`config.mk`:
```
export PLATFORM = sky130hd
export DESIGN_NAME = tx_lane_top
export DESIGN_NICKNAME = d
export VERILOG_FILES = /design/src/tx_lane_pkg.sv /design/src/ack_skid.sv /design/src/lane_gearbox.sv /design/src/lane_scrambler.sv /design/src/tx_lane_top.sv
export SDC_FILE = /design/constraint.sdc
export NUM_CORES = 1
export LEC_CHECK = 0
export ABC_CLOCK_PERIOD_IN_PS = 2800
export BUFFER_PORTS_ARGS = -buffer_cell sky130_fd_sc_hd__buf_2
export CORE_ASPECT_RATIO = 0.9
export CORE_MARGIN = 4
export CORE_UTILIZATION = 40
export CTS_CLUSTER_SIZE = 12
export DETAILED_ROUTE_END_ITERATION = 10
export PLACE_DENSITY = 0.69
export SLEW_MARGIN = 30
export SYNTH_ARGS = -nofsm -noshare
export SYNTH_HDL_FRONTEND = slang
export SYNTH_SLANG_ARGS = --single-unit
```
`constraint.sdc`:
```
create_clock -name clk -period 2.8 [get_ports clk]
set_clock_uncertainty 0.15 [all_clocks]
set_input_delay 0.14 -clock clk [delete_from_list [all_inputs] [get_ports clk]]
set_output_delay 0.14 -clock clk [all_outputs]
set_load 0.01 [all_outputs]
```
`src/tx_lane_pkg.sv`:
```
// shared widths and constants for the transmit lane slice
package tx_lane_pkg;

	// width of one data word entering the lane
	localparam int WORD_W = 64;

	// width of one lane word leaving the gearbox
	localparam int LANE_W = 40;

	// scrambler state length, one bit per lag of the x^58 term
	localparam int SCRAM_W = 58;

	// scrambler state after reset, all ones so the first words are never trivially zero
	localparam logic [SCRAM_W-1:0] SCRAM_SEED = {SCRAM_W{1'b1}};

	// default depth of the ack skid chain between scrambler and gearbox
	localparam int DEF_NUM_SKID = 3;

endpackage

```
`src/ack_skid.sv`:
```
`timescale 1ns/1ps

// one stage of ack pipelining
// the downstream ack is registered before it goes upstream, so the upstream side
// sees the ack one cycle late and may hand over a word the downstream side did not
// ask for in that cycle, and the slush register catches that word
module ack_skid import tx_lane_pkg::*; #(
	parameter int WIDTH = WORD_W
) (
	input  logic             clk,
	input  logic             arst_n_i,

	input  logic [WIDTH-1:0] in_dat_i,
	output logic             in_ack_o,

	output logic [WIDTH-1:0] out_dat_o,
	input  logic             out_ack_i
);

	// two copies of the registered ack
	// ack_q goes upstream, ack_dp_q steers the local data registers
	logic ack_q;
	logic ack_dp_q;

	// one spare word plus its valid flag
	logic [WIDTH-1:0] slush;
	logic             slush_valid;

	assign in_ack_o = ack_q;

	always_ff @(posedge clk or negedge arst_n_i) begin
		if (!arst_n_i) begin
			ack_q       <= 1'b0;
			ack_dp_q    <= 1'b0;
			slush_valid <= 1'b0;
			// the chain flushes zero words after reset, so data starts cleared
			slush       <= '0;
			out_dat_o   <= '0;
		end else begin
			ack_q    <= out_ack_i;
			ack_dp_q <= out_ack_i;

			if (ack_dp_q) begin
				// upstream hands over in_dat_i in this cycle
				if (out_ack_i) begin
					// downstream takes out_dat_o too, so the stream moves on by one
					if (slush_valid) begin
						// oldest word first, the new word waits in slush
						out_dat_o <= slush;
						slush     <= in_dat_i;
					end else begin
						out_dat_o <= in_dat_i;
					end
				end else begin
					// back-pressure case, park the word
					slush       <= in_dat_i;
					slush_valid <= 1'b1;
				end
			end else begin
				// nothing arrives from upstream in this cycle
				if (out_ack_i) begin
					// drain slush into the output register
					// with no valid slush this re-presents the stale slush word,
					// which is how the zero flush words appear after reset
					out_dat_o   <= slush;
					slush_valid <= 1'b0;
				end
				// otherwise the output word simply holds
			end
		end
	end

endmodule

```
`src/lane_gearbox.sv`:
```
`timescale 1ns/1ps

// 64 to 40 bit gearbox
// bits are kept in a shift buffer with the oldest bit at index 0
// each cycle the low 40 bits leave when at least 40 are held, and a new
// 64-bit word is appended above the remainder whenever that remainder
// falls below 40, which is exactly the cycle in which ack_o is high
module lane_gearbox import tx_lane_pkg::*; (
	input  logic              clk,
	input  logic              arst_n_i,

	input  logic [WORD_W-1:0] word_i,
	output logic              ack_o,

	output logic [LANE_W-1:0] lane_o,
	output logic              lane_valid_o
);

	// the remainder is at most LANE_W-1 bits when a word is appended,
	// so the fill never exceeds LANE_W+WORD_W-1 = 103
	localparam int BUF_W  = LANE_W + WORD_W;
	localparam int FILL_W = $clog2(BUF_W);

	// buffered bits, valid below fill, zero above it
	logic [BUF_W-1:0]  bit_buf;
	logic [FILL_W-1:0] fill;

	// this cycle's decisions
	logic              take_out;
	logic [FILL_W-1:0] rem;
	logic [BUF_W-1:0]  rem_bits;
	logic [BUF_W-1:0]  buf_nxt;
	logic [FILL_W-1:0] fill_nxt;

	always_comb begin
		// a lane word leaves whenever a full one is buffered
		take_out = (fill >= FILL_W'(LANE_W));

		if (take_out) begin
			rem      = fill - FILL_W'(LANE_W);
			rem_bits = bit_buf >> LANE_W;
		end else begin
			rem      = fill;
			rem_bits = bit_buf;
		end

		// ask for a word when what is left cannot fill the next lane word
		// the word on word_i is taken in this same cycle
		ack_o = (rem < FILL_W'(LANE_W));

		buf_nxt  = rem_bits;
		fill_nxt = rem;
		if (ack_o) begin
			// new word goes directly above the remaining bits, keeping LSB-first order
			buf_nxt  = rem_bits | (BUF_W'(word_i) << rem);
			fill_nxt = rem + FILL_W'(WORD_W);
		end
	end

	// starting empty the fill runs 0, 64, 88, 48, 72, 96, 56, 80, 40 and then
	// repeats from 64 with five acks in every eight cycles
	always_ff @(posedge clk or negedge arst_n_i) begin
		if (!arst_n_i) begin
			bit_buf      <= '0;
			fill         <= '0;
			lane_o       <= '0;
			lane_valid_o <= 1'b0;
		end else begin
			bit_buf <= buf_nxt;
			fill    <= fill_nxt;

			// lane_o carries the bits selected one cycle earlier
			if (take_out) begin
				lane_o <= bit_buf[LANE_W-1:0];
			end

			// only the empty start-up cycle has no output, so once high this stays high
			lane_valid_o <= take_out;
		end
	end

endmodule

```
`src/lane_scrambler.sv`:
```
`timescale 1ns/1ps

// self-synchronous scrambler, polynomial x^58 + x^39 + 1
// the word is scrambled bit-serially with bit 0 first in time, and every
// scrambled bit is fed back as history for the bits that follow it
module lane_scrambler import tx_lane_pkg::*; (
	input  logic              clk,
	input  logic              arst_n_i,

	input  logic [WORD_W-1:0] word_i,
	input  logic              take_i,
	output logic [WORD_W-1:0] scr_o
);

	// lag of the middle tap
	localparam int TAP_LAG = 39;

	// last SCRAM_W scrambled bits in time order
	// state[SCRAM_W-1] is the most recent bit, state[0] the one at lag 58
	logic [SCRAM_W-1:0] state;

	// history followed by the new word's scrambled bits, oldest at index 0
	// scrambled bit i sits at index SCRAM_W+i, so its lag-58 bit is at index i
	// and its lag-39 bit is at index i+SCRAM_W-TAP_LAG
	logic [SCRAM_W+WORD_W-1:0] ext;

	always_comb begin
		ext[SCRAM_W-1:0] = state;
		for (int i = 0; i < WORD_W; i++) begin
			ext[SCRAM_W+i] = word_i[i] ^ ext[i+SCRAM_W-TAP_LAG] ^ ext[i];
		end
	end

	// output is purely combinational and always belongs to the word on word_i
	assign scr_o = ext[SCRAM_W +: WORD_W];

	// the newest SCRAM_W bits become the history once the word is taken
	// a word that is presented but not taken leaves the state alone
	always_ff @(posedge clk or negedge arst_n_i) begin
		if (!arst_n_i) begin
			state <= SCRAM_SEED;
		end else if (take_i) begin
			state <= ext[WORD_W +: SCRAM_W];
		end
	end

endmodule

```
`src/tx_lane_top.sv`:
```
`timescale 1ns/1ps

// transmit lane slice
// word_i goes through the scrambler, a chain of NUM_SKID ack skid stages and
// the gearbox, and the gearbox ack travels back through the chain so that
// word_ack_o is the gearbox ack delayed by NUM_SKID cycles
module tx_lane_top import tx_lane_pkg::*; #(
	parameter int NUM_SKID = DEF_NUM_SKID
) (
	input  logic              clk,
	input  logic              arst_n_i,

	input  logic [WORD_W-1:0] word_i,
	output logic              word_ack_o,

	output logic [LANE_W-1:0] lane_o,
	output logic              lane_valid_o
);

	// scrambled word, valid for whatever the source currently presents
	logic [WORD_W-1:0] scr_word;

	// ack generated by the gearbox
	logic gb_ack;

	// skid chain boundaries
	// index 0 faces the scrambler, index NUM_SKID faces the gearbox
	logic [WORD_W-1:0] skid_dat [NUM_SKID+1];
	logic              skid_ack [NUM_SKID+1];

	assign skid_dat[0]        = scr_word;
	assign skid_ack[NUM_SKID] = gb_ack;

	// stage 0 acks the source, and the same ack advances the scrambler state
	assign word_ack_o = skid_ack[0];

	lane_scrambler u_scrambler (
		.clk      (clk),
		.arst_n_i (arst_n_i),
		.word_i   (word_i),
		.take_i   (skid_ack[0]),
		.scr_o    (scr_word)
	);

	// each stage adds one register of ack latency
	for (genvar k = 0; k < NUM_SKID; k++) begin : g_skid
		ack_skid #(
			.WIDTH (WORD_W)
		) u_skid (
			.clk       (clk),
			.arst_n_i  (arst_n_i),
			.in_dat_i  (skid_dat[k]),
			.in_ack_o  (skid_ack[k]),
			.out_dat_o (skid_dat[k+1]),
			.out_ack_i (skid_ack[k+1])
		);
	end

	lane_gearbox u_gearbox (
		.clk          (clk),
		.arst_n_i     (arst_n_i),
		.word_i       (skid_dat[NUM_SKID]),
		.ack_o        (gb_ack),
		.lane_o       (lane_o),
		.lane_valid_o (lane_valid_o)
	);

endmodule
```
Word level (Yosys, flattened, before mapping). Cells that the tools add are included.

Flip-flop bits (word level): 600. Bits in latches: 0. Bits in writable memories: 0. Bits in read-only memories: 0. Bits of input ports: 66. Output and inout bits: 42. Word-level logic and storage cells: 197. Memories: 0.

$add $sub $neg: 2. Multiply operators: 0. Div/mod/pow operators: 0. $lt $le $gt $ge: 2. Equal/unequal tests: 6. Shift-type cells: 1. Mux-type cells: 31. Bitwise operators: 129. Reductions and logical operators: 9.

Operators with widths (number): $mux W64 (18); $mux W104 (2); $xor A1 B1 Y1 (128); $or A104 B104 Y104 (1); $shl A64 B7 Y104 (1); $mux W7 (2); $ne A2 B2 Y1 const B (6); $reduce_and A2 Y1 (6); $mux W1 (9); $add A7 B7 Y7 const B (1); $ge A7 B6 Y1 const B (1); $lt A7 B6 Y1 const B (1); $sub A7 B6 Y7 const B (1); $reduce_bool A2 Y1 (3).

Depth between registers and ports, before layout.
Depth after elaboration: 7. Mapped depth: 13. Gate-level depth less buffers: 9.

By module. From an unflattened synthesis, not the netlist that was laid out.

Cell total of the unflattened synthesis: 2420. Area total of the unflattened synthesis: 28751.3 µm².

By module, submodules not included: ack_skid (instances 3, cells each 417, area an instance 5383.9 µm², seq. area each 3253.1 µm²); lane_gearbox (instances 1, cells each 938, area an instance 9008.6 µm², seq. area each 3728.6 µm²); lane_scrambler (instances 1, cells each 231, area an instance 3590.9 µm², seq. area each 1524.0 µm²).

Least setup slack after synthesis. No wires, ideal clock.

Kind: register to register. From: register u_gearbox.fill[3]. To: register g_skid[2].u_skid.slush[19]. Library setup time: 128 ps. Data arrival time: 2535 ps. Required time: 2522 ps. Path slack: -12 ps. Stages on the path, launching flop included: 13. Path buffers: 4. Period minus slack after synthesis: 2812 ps. Cell sequence: dfrtp_1 > buf_2 > inv_1 > ha_1 > buf_2 > nor2b_1 > o31ai_1 > a211oi_2 > o21ai_2 > buf_4 > o21ai_4 > buf_2 > mux2_1.

Word-level cells in the longest chain between the ends: 5. Elaborated cells on any way between the ends: 7. Those cells by class: add/sub: 1; order compare: 2; eq/ne: 1; mux: 2; reduce/logical: 1.

Ends and longest elaborated chain: start, declared (RTL line lane_gearbox.sv:26) `logic [FILL_W-1:0] fill;`; start signal, assigned (RTL line lane_gearbox.sv:70) `fill <= fill_nxt;`; $sub A7 B6 Y7 / $ge A7 B6 Y1 (equally long branches) (RTL line lane_gearbox.sv:40, lane_gearbox.sv:37); $mux W7 (*) (RTL line lane_gearbox.sv:39) `if (take_out) begin`; $lt A7 B6 Y1 (*) (RTL line lane_gearbox.sv:49) `ack_o = (rem < FILL_W'(LANE_W));`; $ne A2 B2 Y1 (no line); $reduce_and A2 Y1 (no line); end signal, assigned (RTL line ack_skid.sv:50) `slush <= in_dat_i;`; end signal, assigned (RTL line ack_skid.sv:56) `slush <= in_dat_i;`; end, declared (RTL line ack_skid.sv:26) `logic [WIDTH-1:0] slush;`.

Every way passes the cells marked *; elsewhere a longest branch is shown, timed or not. A chain may end at the register's enable or synchronous reset.

Worst setup path after layout.
From: register u_gearbox.fill[3]. To: register g_skid[2].u_skid.slush[54].

Same word-level chain as after synthesis.

==> summary.md <==
| Metric | Value |
|---|---|
| Clock buffer depth | 3 |
| DP Area | 0.0294 mm2 |
| Top post-synthesis cells by area | dfrtp_1 50%, mux2i_1 9.6%, mux2_2 6.4% |
| RePlAce Congestion | roughly 0.92 |
| Max Freq | between 300 and 400 MHz |
| Iteration-0 DRC Markers | approximately 1.4k |
| Min Tclk post-route | between 2 and 3 ns |
| Final WS setup | approximately 0.08 ns |
| Clock Tree Root | clkbuf_16 |
| Std cell rows | 90 |
| Die Ht | approximately 250 um |
| H-tree Lvls | 2 |
| Syn_nets | approximately 2.5k |
| Layout cells sized above 1 | 0.209 |
| Initial antenna violation count | 0 |
| Post-Place Setup Slack | -0.00600 ns |
| Detail Route Antenna Nets | 0 |
| Reg-to-Reg End | g_skid[2].u_skid.slush[54] |
| Setup crit end kind | flip-flop |
| Final Slew Violations | 0 |
| Largest net degree at the start of global routing | 130 |
| Sequential cell area | 0.0150 mm2 |
| Mapped cell area | ~0.027 mm2 |
| CTS tree | done |
| Layout Nets | ~2.7k |
| Critical Path Start | u_gearbox.fill[3] |
| DR pass1 iterations | 5 |
| Routed WL per cell | roughly 20 um |
| Outcome | completed |
| Endpoints failing setup | 0 |
| Final hold violations | 0 |
| Synth cell types | 52 |
| Synth Warn # | 0 |
| Prevailing post-synth register cell | dfrtp_1 |
| Clk_lat worst skew | ~0.64 ns |
| Reg clk slew, reported paths | approximately 0.06 ns |
| Max FO, Critical Path | 23 |
| Synth top area share | 0.498 |
| Most frequent cell after synthesis | dfrtp_1 |
| Actual slew at the worst max-slew pin | 0.865 ns |
| Vias in the first global route | 19.1k |
| Post-layout power | 36.5 mW |
| Reg-to-reg startpoint | u_gearbox.fill[3] |
| Final period util | 0.972 |
| Worst vdd ir | between 1 and 1.5 mV |
| Grt total ovfl | 0 |
| Fillers | about 6.0k |
| Reg-to-reg slack, setup | 0.08 ns |
| Max_slew headroom | 0.424 |
| Unrepaired setup endpoints after global routing | yes |
| CP Data Arrival Time | about 3.0 ns |
| Chip width | around 280 um |
| Final Instance Area | between 0.03 and 0.04 mm2 |
| Cells after synthesis | ~2.4k |
| CP startpoint kind | flip-flop |
| Register area share after synthesis | 0.554 |
| CTS sink cnt | 597 |
| Diode count | 0 |
| Synthesized area per cell | ~11 um2 |
| Non-filler cells, final | about 3.5k |
| DRC errors left | 0 |
| First-pass GRT wire length | about 110000 um |
| Pwr/cell area | 1140 mW/mm2 |
| Core area | about 0.067 mm2 |
| CP Class | reg -> reg |
| Leak | roughly 14 nW |
| Multi-input logic area | 0.0114 mm2 |
| I/O pins | between 100 and 150 |
| Async set-or-reset flop fraction in the synthesized netlist | 1.00 |
| Area growth syn-to-layout | 18.1% |
| Yosys reg bits | about 600 |
| Gr usage total | 0.193 |
| Hold Crit Class | in -> async |
| Vias/cell | between 5 and 6 |
| Cells after DPL | between 3k and 4k |
| Die area | between 0.07 and 0.08 mm2 |
| Num CTS Buffers | between 50 and 60 |
| Commonest cells post-synth | 539 x dfrtp_1, 275 x nor2_1, 260 x nand2_1 |
| FF-to-FF path depth | 9 |
| Required @ worst endpoint | about 3.1 ns |
| Total number of vias | about 19k |
| DP Wirelength | between 40000 and 50000 um |
| Leading area contributor after synthesis | dfrtp_1 |
| EDFF count, synth | 0 |
| Port bufs | between 100 and 150 |
| Initial Util | 0.404 |
| Drt total wl | approximately 70000 um |
| MaxCap Viol Count | 0 |
power breakdown:
part           switching [mW]  internal, mW
Combinational            6.29          6.11
Sequential               3.38          13.2
Clock                    3.34          4.19
metrics by stage:
stage                      util  hold slack [ns]  setup TNS, ns
after floorplan               -           -0.306              0
after global placement    0.439           0.0824              0
after detailed placement  0.439           0.0960       -0.00600
after CTS                 0.475          0.00299       -0.00613
after global routing      0.477           0.0436        -0.0121
final                     0.477          0.00352              0
cell type report:
type                       count  share of cell area
tap                          874              0.0342
clock buffer                 100              0.0529
inverter                      36             0.00423
clock inverter                 9             0.00356
timing repair buffer         295              0.0790
multi-input combinational   1623               0.356
sequential                   597               0.470
critical path, cell delays in order, from the launching register on:
cell      delay [ns]
dfrtp_1         0.39
inv_1           0.07
ha_1            0.35
o31ai_1         0.50
a211oi_2        0.14
o21ai_4         0.25
o21ai_4         0.10
buf_12          0.14
buf_16          0.16
mux2_1          0.33
cell families (layout without fill, tap and decap cells):
group                    Yosys count  count (layout)  synth area share
XOR/XNOR                         116             116            0.0436
multiplexers                     477             477             0.186
adder cells (fa/ha/maj)            4               4           0.00166
buffers and inverters            190             440            0.0282
flip-flops                       597             597             0.554
AO/OA/AOI/OAI                    449             449             0.102
AND/OR/NAND/NOR                  577             577            0.0836
cell usage in the layout, fill, tap and decap left out, types with 62 or more instances in the layout:
| cell | n |
|---|---|
| mux2i_1 | 254 |
| dfrtp_1 | 536 |
| xnor2_1 | 66 |
| mux2_1 | 64 |
| nand2_1 | 260 |
| buf_4 | 95 |
| buf_2 | 106 |
| nor2_1 | 274 |
| dlygate4sd3_1 | 62 |
| a21oi_1 | 180 |
| o21ai_0 | 108 |
| mux2_2 | 154 |
per-layer routing:
metal,track usage,part of all wire
met5,0,0
met1,0.288,0.48
met2,0.288,0.43
met4,0.0686,0.036
met3,0.0299,0.048
state kept, by name, indices dropped and copies added, names as in the netlist, 3 cells and up:
register	count
g_skid.u_skid.in_ack_o	3
g_skid.u_skid.slush_valid	3
u_scrambler.state	58
u_gearbox.fill	4
u_gearbox.lane_o	40
g_skid.u_skid.slush	192
u_gearbox.bit_buf	104
g_skid.u_skid.out_dat_o	192
how the worst max path moves through the flow:
| stage | endpoint | slack [ns] | cells past startpoint |
|---|---|---|---|
| 2_1_floorplan | g_skid[2].u_skid.slush[0] | 0.04 | 12 |
| 4_1_cts | g_skid[2].u_skid.slush_valid | -0.006 | 11 |
| 6_report | g_skid[2].u_skid.slush[54] | 0.08 | 9 |
| 3_3_place_gp | u_gearbox.bit_buf[57] | 0.02 | 10 |
| 5_1_grt | u_gearbox.bit_buf[54] | -0.008 | 9 |
| 3_5_place_dp | u_gearbox.bit_buf[79] | -0.006 | 10 |
what timing repair did:
action,in CTS,in global routing
pin swaps,0,1
setup endpoints to repair,1,150
resized for setup,1,10
hold endpoints to repair,539,0
hold buffers,62,0
gates cloned,0,2
setup buffers,0,2
No activity file was read; power rests on OpenSTA's default activity.
